**src/hdl/mul_pkg.sv**
```systemverilog
package mul_pkg;

  localparam int XLEN       = 64;
  localparam int PROD_W     = 2 * XLEN;
  localparam int EXT_W      = XLEN + 2;  // even number of booth bit pairs
  localparam int PP_NUM     = EXT_W / 2;
  localparam int TREE_DEPTH = 8;         // 33 rows down to 2

  // controller states
  localparam logic [1:0] ST_IDLE  = 2'd0;
  localparam logic [1:0] ST_BOOTH = 2'd1;
  localparam logic [1:0] ST_WAIT  = 2'd2;

  // full word for mul, halves for the mulh family
  typedef union packed {
    logic [PROD_W-1:0] full;
    struct packed {
      logic [XLEN-1:0] hi;
      logic [XLEN-1:0] lo;
    } half;
  } product_u;

  // rows left after one 3:2 layer
  function automatic int csa_out_rows(input int in_rows);
    int groups;
    groups = in_rows / 3;
    return 2 * groups + (in_rows % 3);
  endfunction

endpackage

```
**src/hdl/mul_ctrl.sv**
```systemverilog
`timescale 1ns/1ps

module mul_ctrl (
  input  logic                       clk,
  input  logic                       rst,
  input  logic                       mul_valid_i,
  input  logic [mul_pkg::XLEN-1:0]   rs1_data_i,
  input  logic [mul_pkg::XLEN-1:0]   rs2_data_i,
  input  logic                       rs1_signed_i,
  input  logic                       rs2_signed_i,
  input  logic [mul_pkg::PROD_W-1:0] final_sum_i,
  output logic [mul_pkg::XLEN-1:0]   op1_o,
  output logic [mul_pkg::XLEN-1:0]   op2_o,
  output logic                       op1_signed_o,
  output logic                       op2_signed_o,
  output logic                       mul_ready_o,
  output mul_pkg::product_u          mul_out_o
);

  logic [1:0]        state_q;
  logic              ready_q;
  mul_pkg::product_u result_q;

  logic [mul_pkg::XLEN-1:0] op1_q;
  logic [mul_pkg::XLEN-1:0] op2_q;
  logic                     op1_signed_q;
  logic                     op2_signed_q;

  always_ff @(posedge clk) begin
    if (rst) begin
      state_q      <= mul_pkg::ST_IDLE;
      ready_q      <= 1'b0;
      result_q     <= '0;
      op1_q        <= '0;
      op2_q        <= '0;
      op1_signed_q <= 1'b0;
      op2_signed_q <= 1'b0;
    end else begin
      case (state_q)
        mul_pkg::ST_IDLE: begin
          ready_q <= 1'b0;  // end of pulse
          if (mul_valid_i) begin
            state_q      <= mul_pkg::ST_BOOTH;
            op1_q        <= rs1_data_i;
            op2_q        <= rs2_data_i;
            op1_signed_q <= rs1_signed_i;
            op2_signed_q <= rs2_signed_i;
          end
        end
        mul_pkg::ST_BOOTH: begin
          // pp rows land in the tree on this edge
          if (mul_valid_i) begin
            state_q <= mul_pkg::ST_WAIT;
          end else begin
            state_q  <= mul_pkg::ST_IDLE;
            result_q <= '0;
          end
        end
        mul_pkg::ST_WAIT: begin
          state_q <= mul_pkg::ST_IDLE;
          if (mul_valid_i) begin
            ready_q       <= 1'b1;
            result_q.full <= final_sum_i;
          end else begin
            result_q <= '0;  // aborted
          end
        end
        default: begin
          state_q <= mul_pkg::ST_IDLE;
        end
      endcase
    end
  end

  assign op1_o        = op1_q;
  assign op2_o        = op2_q;
  assign op1_signed_o = op1_signed_q;
  assign op2_signed_o = op2_signed_q;
  assign mul_ready_o  = ready_q;
  assign mul_out_o    = result_q;

endmodule

```
**config.mk**
```make
export PLATFORM = sky130hd
export DESIGN_NAME = mul_ctrl
export DESIGN_NICKNAME = d
export VERILOG_FILES = /design/src/hdl/mul_pkg.sv /design/src/hdl/mul_ctrl.sv
export SDC_FILE = /design/constraint.sdc
export NUM_CORES = 1
export LEC_CHECK = 0
export BUFFER_PORTS_ARGS = -buffer_cell sky130_fd_sc_hd__buf_4
export CAP_MARGIN = 20
export CORE_AREA = 3 3 200 202
export DETAILED_ROUTE_END_ITERATION = 12
export DIE_AREA = 0 0 203 205
export PLACE_DENSITY = 0.63
export SETUP_SLACK_MARGIN = 0.15
export SLEW_MARGIN = 40
export SYNTH_ARGS = -nofsm -noshare
export SYNTH_HDL_FRONTEND = slang
export SYNTH_SLANG_ARGS = --single-unit
export TNS_END_PERCENT = 100
```
**constraint.sdc**
```tcl
create_clock -name clk -period 1.6 [get_ports clk]
set_input_delay 0.32 -clock clk [delete_from_list [all_inputs] [get_ports clk]]
set_output_delay 0.32 -clock clk [all_outputs]
set_load 0.005 [all_outputs]
```
==> Word-level counts from Yosys, hierarchy flattened <==
Index checks and enable logic that the tools add are counted.
Widths: inputs -> output; s select.
{ "totals": {"ff_bits": 261, "inputBits": 261, "out_inout_bits": 259, "elab_cells": 26} }
{ "classes": {"eq_ne": 5, "muxes": 8, "n_reduce_logical": 6} }
{ "op_table": {"columns": ["cell", "n"], "rows": [
  ["$mux 128", 2],
  ["$pmux 128 s2", 1],
  ["$ne 2x2->1 const B", 3],
  ["$reduce_and 2->1", 3],
  ["$mux 2", 2],
  ["$pmux 2 s2", 1],
  ["$reduce_bool 2->1", 2],
  ["$eq 2x1->1 const B", 1],
  ["$eq 2x2->1 const B", 1],
  ["$logic_not 2->1", 1],
  ["$pmux 1 s2", 1],
  ["$mux 1", 1]
]} }

==> Longest topological paths before layout <==
Gate-level depths: netlist of the first run.
{ "depth": {"word_depth": 3, "mapped_depth": 7, "depth_no_buf": 3} }

==> Worst setup path after synthesis of the first run <==
Ideal clock, no wire load.
{ "synth_timing": {"path_type": "input-to-reg", "from": "input mul_valid_i", "to": "register op2_q (netlist bit op2_o[26])", "setup_ps": 132, "arrival_ps": 1290, "required_time_ps": 1468, "setup_slack_ps": 178, "stages": 7, "n_path_buf": 4, "cell_sequence": "buf_2 or3b_1 clkbuf_1 buf_6 buf_6 nand2_1 a21oi_1"} }
{ "synth_via": {"elab_chain_len": 1} }
{ "synth_lines": {"columns": ["element", "line_no", "rtl"], "rows": [
  ["from (decl)", "mul_ctrl.sv:6", "input logic mul_valid_i,"],
  ["$reduce_and 2->1 (no source line)", null, null],
  ["to (signal assigned)", "mul_ctrl.sv:45", "op2_q <= rs2_data_i;"],
  ["to (decl)", "mul_ctrl.sv:25", "logic [mul_pkg::XLEN-1:0] op2_q;"]
]} }
No other way between the ends.
A chain may end at the register's enable or synchronous reset.

==> Final worst setup path of the first run <==
{ "layout_timing": {"from": "register state_q[0]", "to": "register op1_q (netlist bit op1_o[32])"} }
{ "layout_via": {"elab_chain_len": 2} }
{ "layout_lines": {"columns": ["element", "line_no", "rtl"], "rows": [
  ["from (decl)", "mul_ctrl.sv:20", "logic [1:0] state_q;"],
  ["from (signal assigned)", "mul_ctrl.sv:31", "state_q <= mul_pkg::ST_IDLE;"],
  ["from (signal assigned)", "mul_ctrl.sv:43", "state_q <= mul_pkg::ST_BOOTH;"],
  ["from (signal assigned)", "mul_ctrl.sv:53", "state_q <= mul_pkg::ST_WAIT;"],
  ["$logic_not 2->1", "mul_ctrl.sv:39", "case (state_q)"],
  ["$reduce_and 2->1 (no source line)", null, null],
  ["to (signal assigned)", "mul_ctrl.sv:44", "op1_q <= rs1_data_i;"],
  ["to (decl)", "mul_ctrl.sv:24", "logic [mul_pkg::XLEN-1:0] op1_q;"]
]} }
No other way between the ends.

==> results.sh, run 1 <==
export IMPL_grt_use_total=0.183
export IMPL_hp_class="input port to register"
export IMPL_grt_pass1_vias=11400
export IMPL_antenna_found_initial=3
export IMPL_avgSynthCellArea_um2=8.04
export IMPL_die_w_um=203
export IMPL_synth_area_mm2=0.0104
export IMPL_initial_core_util=0.271
export IMPL_cts_root_buf="clkbuf_16"
export IMPL_worstMarginPinSlew_ns=0.580
export IMPL_fp_row_count=72
export IMPL_worst_setup_path_end_kind="register"
export IMPL_ff2ff_setup_slack_ns=0.16
export IMPL_syn_inst=1297
export IMPL_r2r_cells=4
export IMPL_ys_warn_count=0
export IMPL_wl_per_cell_um=17.5
export IMPL_synth_top_cell_area_share=0.501
export IMPL_routed_via_density=4.85
export IMPL_synth_edf_count=0
export IMPL_drive_gt1_frac=0.331
export IMPL_period_needed_ns=1.44
export IMPL_fin_hold_ws_ns=0.0268
export IMPL_ctsLongestPathBuffers=3
export IMPL_gp_congestion=0.811
export IMPL_p_per_area_mw_per_mm2=919
export IMPL_cts_sinks=261
export IMPL_synth_ff_latch_count=261
export IMPL_core_mm2=0.0385
export IMPL_max_freq_mhz=695
export IMPL_hold_path_end="op2_o[1]$_SDFFE_PP0P_"
export IMPL_dr_pass1_iters=5
export IMPL_crit_type="register to register"
export IMPL_synth_top_cells_by_area="dfxtp_1, nand2_1, nand3b_1"
export IMPL_fin_skew_ns=0.0126
export IMPL_vias=11700
export IMPL_layout_nets=2135
export IMPL_status="finished clean"
export IMPL_setup_tns_final_ns=0
export IMPL_insertion_delay_ns=0.55
export IMPL_synth_commonest_cells="nand2_1, dfxtp_1, a21oi_1"
export IMPL_die_y_um=205
export IMPL_synthAdderAreaFrac=0
export IMPL_final_hold_violation_count=0
export IMPL_peakVddDrop_v=0.000658
export IMPL_area_growth_pct=65.0
export IMPL_slew_viol_final=0
export IMPL_synth_xor_area_frac=0
export IMPL_crit_path_start_kind="register"
export IMPL_h_tree_depth=1
export IMPL_synth_compound_area_share=0.144
export IMPL_syn_nets=1558
export IMPL_synth_top_family_by_area="simple AND/OR/NAND/NOR gates"
export IMPL_drt_iter0_drc=678
export IMPL_async_flop_share=0
export IMPL_seq_area_frac_synth=0.501
export IMPL_r2r_end="op1_o[32]$_SDFFE_PP0P_"
export IMPL_crit_arrival_ns=1.87
export IMPL_setup_violations=0
export IMPL_worstPathRequired_ns=2.03
export IMPL_io_pins=520
export IMPL_min_from="rs2_data_i[1]"
export IMPL_synth_largest_area_cell="dfxtp_1"
export IMPL_postRouteAntennaNets=0
export IMPL_grt_ovfl_total=0
export IMPL_ys_types=21
export IMPL_dp_hpwl_mm=27.9
export IMPL_yosysMostFrequentCell="nand2_1"
export IMPL_rsz0062_at_grt="true"
export IMPL_port_buffers=519
export IMPL_numCtsBuffers=30
export IMPL_dieArea_mm2=0.0416
export IMPL_slew_headroom=0.613
export IMPL_synth_mux_area_frac=0
export IMPL_cts_tree="built"
export IMPL_routed_wl_mm=42.3
export IMPL_clk_pin_slew_ns=0.06
export IMPL_rr_startpoint="state_q[0]$_SDFFE_PP0P_"
export IMPL_holdPathStages=3
export IMPL_leakage_nw=6.96
export IMPL_period_share=0.899
export IMPL_grt_pass1_wl_mm=62.5
export IMPL_drcViolationCount=0
export IMPL_synth_ff_type="dfxtp_1"
export IMPL_cap_viol_max_count=0
export IMPL_synth_simple_area_share=0.295
export IMPL_grt_max_degree=130
export IMPL_critical_path_max_fanout=23
-- layout make-up --
| cell class | instances | area, um^2 |
|---|---|---|
| multi-input combinational | 906 | 4600 |
| sequential | 261 | 5240 |
| fill | 3658 | 21300 |
| antenna | 3 | 7.51 |
| inverter | 1 | 3.75 |
| clock buffer | 45 | 908 |
| tap | 518 | 648 |
| timing repair buffer | 674 | 5720 |
| clock inverter | 9 | 82.6 |
-- placed cells by master, fill, tap and decap left out, drive strengths merged, types with 2 or more instances in the layout --
master and n:
a21oi 137, a31oi 122, a32oi 6, buf 565
clkbuf 49, clkinv 5, dfxtp 261, diode 3
dlygate4sd3 104, inv 3, nand2 382, nand3 122
nand3b 128, nor4b 2
-- worst max-delay path, cell delays in order (launching register included) --
cell and delay [ns]:
dfxtp_4 0.38, or3b_4 0.52, clkbuf_16 0.24, nand2_1 0.09, a21oi_1 0.07
-- kinds of logic after synthesis --
logic type | count (synthesis)
and+or+nand+nor | 641
buffers and inverters | 130
DFF | 261
AOI/OAI and AO/OA | 265
-- metal layers --
layer  wire length, um  vias to the layer above  GRT usage
met1             17000                     5539      0.224
met3              3820                       52     0.0531
li1                  -                     5627          -
met5                13                        -          0
met2             20600                      510      0.316
met4               852                        2     0.0448
-- flip-flops by register name (all words and copies together) (netlist names) --
register / flops
op2_o: 64
op1_signed_o: 1
mul_ready_o: 1
op2_signed_o: 1
state_q: 2
op1_o: 64
mul_out_o: 128
-- where the power goes --
group          total [mW]  switching, mW  internal, mW
sequential           6.87          0.140          6.73
combinational        2.10          0.926          1.18
clock                6.84           2.77          4.07
-- per-stage QoR --
step            util  setup WS, ns  total power [mW]  instances  cell area [um^2]
2_1_floorplan      -         0.178              7.68       1297             10400
4_1_cts        0.444         0.131              16.0       2409             17100
3_3_place_gp   0.390        0.0944              8.81       2246             15000
5_1_grt        0.447         0.107              16.4       2416             17200
3_5_place_dp   0.390        0.0764              8.83       2246             15000
6_report       0.447         0.161              15.8       2417             17200
-- worst max-delay path by stage --
stage | depth (start not counted) | from | to
5_1_grt | 6 | state_q[1]$_SDFFE_PP0P_ | mul_out_o[52]$_SDFFE_PP0P_
3_3_place_gp | 5 | mul_valid_i | op2_o[24]$_SDFFE_PP0P_
2_1_floorplan | 7 | mul_valid_i | op2_o[26]$_SDFFE_PP0P_
3_5_place_dp | 5 | mul_valid_i | op2_o[24]$_SDFFE_PP0P_
6_report | 4 | state_q[0]$_SDFFE_PP0P_ | op1_o[32]$_SDFFE_PP0P_
4_1_cts | 4 | state_q[1]$_SDFFE_PP0P_ | op2_o[24]$_SDFFE_PP0P_
-- what timing repair did --
| action | CTS | global route |
|---|---|---|
| pin swaps | 0 | 14 |
| gates resized for setup | 5 | 2 |
| endpoints found under the setup margin | 158 | 122 |
| endpoints found under the hold margin | 104 | 0 |
| gates cloned | 1 | 4 |
| setup buffers | 4 | 1 |
| hold buffers | 104 | 0 |
Note: power is estimated with default switching activity, not from simulation.
==> inputs of run 2 (changes only) <==
--- a/config.mk
+++ b/config.mk
@@ -10,8 +10,10 @@
 export CORE_AREA = 3 3 200 202
 export DETAILED_ROUTE_END_ITERATION = 12
 export DIE_AREA = 0 0 203 205
+export MAX_ROUTING_LAYER = met4
 export PLACE_DENSITY = 0.63
 export SETUP_SLACK_MARGIN = 0.15
+export SKIP_LAST_GASP = 1
 export SLEW_MARGIN = 40
 export SYNTH_ARGS = -nofsm -noshare
 export SYNTH_HDL_FRONTEND = slang
==> run 2 against run 1 <==
  * Sequential power about the same
  * Core utilization up 0.25 points
  * Highest routed layer is now met4
  * Combinational power about the same
  * Via count rose by 0.25%
  * Fmax increased by 1.3%
  * Largest cell class unchanged
  * Register-to-register slack better by 0.02 ns
  * Largest power group unchanged
  * Cell area grew 0.56%
  * Power about the same
==> results.sh, run 2 (synthesis gave the netlist of run 1 again) <==
export IMPL_p_per_area_mw_per_mm2=914
export IMPL_critical_path_max_fanout=37
export IMPL_grt_use_total=0.188
export IMPL_period_share=0.887
export IMPL_fp_row_count=72
export IMPL_worst_setup_path_end_kind="register"
export IMPL_dp_hpwl_mm=27.9
export IMPL_grt_ovfl_total=0
export IMPL_cts_root_buf="clkbuf_16"
export IMPL_setup_violations=0
export IMPL_max_freq_mhz=704
export IMPL_antenna_found_initial=3
export IMPL_core_mm2=0.0385
export IMPL_fin_skew_ns=0.0108
export IMPL_clk_pin_slew_ns=0.06
export IMPL_layout_nets=2137
export IMPL_ctsLongestPathBuffers=3
export IMPL_dr_pass1_iters=5
export IMPL_cts_sinks=261
export IMPL_layout_commonest_cell="buf_4"
export IMPL_fin_hold_ws_ns=0.0259
export IMPL_gp_congestion=0.824
export IMPL_insertion_delay_ns=0.55
export IMPL_period_needed_ns=1.42
export IMPL_h_tree_depth=1
export IMPL_path_cells="or3b_4 -> buf_12 -> nand2_1 -> a21oi_1"
export IMPL_setup_tns_final_ns=0
export IMPL_wl_per_cell_um=17.6
export IMPL_crit_type="register to register"
export IMPL_ff2ff_setup_slack_ns=0.18
export IMPL_cts_tree="built"
export IMPL_cpPeakStageDelay_ns=0.51
export IMPL_crit_arrival_ns=1.85
export IMPL_slew_viol_final=0
export IMPL_routed_via_density=4.86
export IMPL_fill_cells=3649
export IMPL_hp_class="input port to register"
export IMPL_drive_gt1_frac=0.333
export IMPL_io_pins=520
export IMPL_worstMarginPinSlew_ns=0.583
export IMPL_die_y_um=205
export IMPL_numCtsBuffers=30
export IMPL_cpMaxStageDelayCell="or3b_4"
export IMPL_cap_viol_max_count=0
export IMPL_rsz0062_at_grt="true"
export IMPL_routed_wl_mm=42.6
export IMPL_port_buffers=519
export IMPL_crit_path_start_kind="register"
export IMPL_drcViolationCount=0
export IMPL_postRouteAntennaNets=0
export IMPL_grt_max_degree=130
export IMPL_dieArea_mm2=0.0416
export IMPL_grt_pass1_vias=11400
export IMPL_drt_iter0_drc=677
export IMPL_finalCoreUtilization=0.450
export IMPL_area_growth_pct=65.9
export IMPL_worstPathRequired_ns=2.03
export IMPL_largest_reg_flops=128
export IMPL_leakage_nw=6.99
export IMPL_vias=11800
export IMPL_status="finished clean"
export IMPL_slew_headroom=0.612
export IMPL_grt_pass1_wl_mm=62.4
export IMPL_die_w_um=203
export IMPL_layout_common_cells="buf_4, nand2_1, dfxtp_1"
export IMPL_initial_core_util=0.271
export IMPL_peakVddDrop_v=0.000659
export IMPL_final_hold_violation_count=0
==> run 2: changes by cell type in the layout (fill, tap and decap cells not counted), sizes merged <==
cell	before	now
buf	565	564
clkbuf	49	52
diode	3	4
==> run 2: layout make-up <==
type | count | area, um^2 | area share
antenna | 4 | 10.0 | 0.000578
clock buffer | 45 | 908 | 0.0525
clock inverter | 9 | 82.6 | 0.00477
inverter | 1 | 3.75 | 0.000217
multi-input combinational | 906 | 4610 | 0.267
sequential | 261 | 5240 | 0.303
tap | 518 | 648 | 0.0375
timing repair buffer | 676 | 5800 | 0.335
==> run 2: power breakdown <==
part / total [mW] / leakage [nW] / internal [mW] / switching (mW)
Combinational: 2.11 / 4.37 / 1.18 / 0.926
Sequential: 6.87 / 2.13 / 6.73 / 0.141
Clock: 6.84 / 0.491 / 4.07 / 2.77
==> run 2: critical path: cells and delay by family (launching register included) <==
| kind | cells | cell delay [ns] |
|---|---|---|
| AOI/OAI and AO/OA | 1 | 0.07 |
| buffers and inverters | 1 | 0.21 |
| and+or+nand+nor | 2 | 0.62 |
| DFF | 1 | 0.38 |
==> run 2: path summary, 6_finish.rpt <==
| path | end | from | cells past startpoint |
|---|---|---|---|
| min reg2reg | op1_o[25]$_SDFFE_PP0P_ | op1_o[25]$_SDFFE_PP0P_ | 2 |
| max reg2reg | op1_o[46]$_SDFFE_PP0P_ | state_q[0]$_SDFFE_PP0P_ | 4 |
| min | op2_o[1]$_SDFFE_PP0P_ | rs2_data_i[1] | 3 |
| max | op1_o[46]$_SDFFE_PP0P_ | state_q[0]$_SDFFE_PP0P_ | 4 |
==> run 2: repair_timing <==
item / in CTS / in global routing
endpoints found under the setup margin: 158 / 122
cloned: 1 / 7
hold buffers: 104 / 0
endpoints found under the hold margin: 104 / 0
pin swaps: 0 / 21
resized for setup: 5 / 8
buffers inserted: 4 / 0
==> run 2: routing by layer <==
layer  global-route usage  routed length, um
met5                    -                  0
met3               0.0477               3440
met1                0.228              17500
met2                0.316              20900
met4               0.0450                811
==> run 2: stage by stage <==
stage               area (um^2)  std cells  power [mW]  worst slack [ns]
floorplan                 10400       1297        7.68             0.178
global placement          15000       2246        8.81            0.0944
detailed placement        15000       2246        8.83            0.0764
CTS                       17100       2409        16.0             0.131
global route              17300       2419        16.4            0.0960
finish                    17300       2420        15.8             0.180
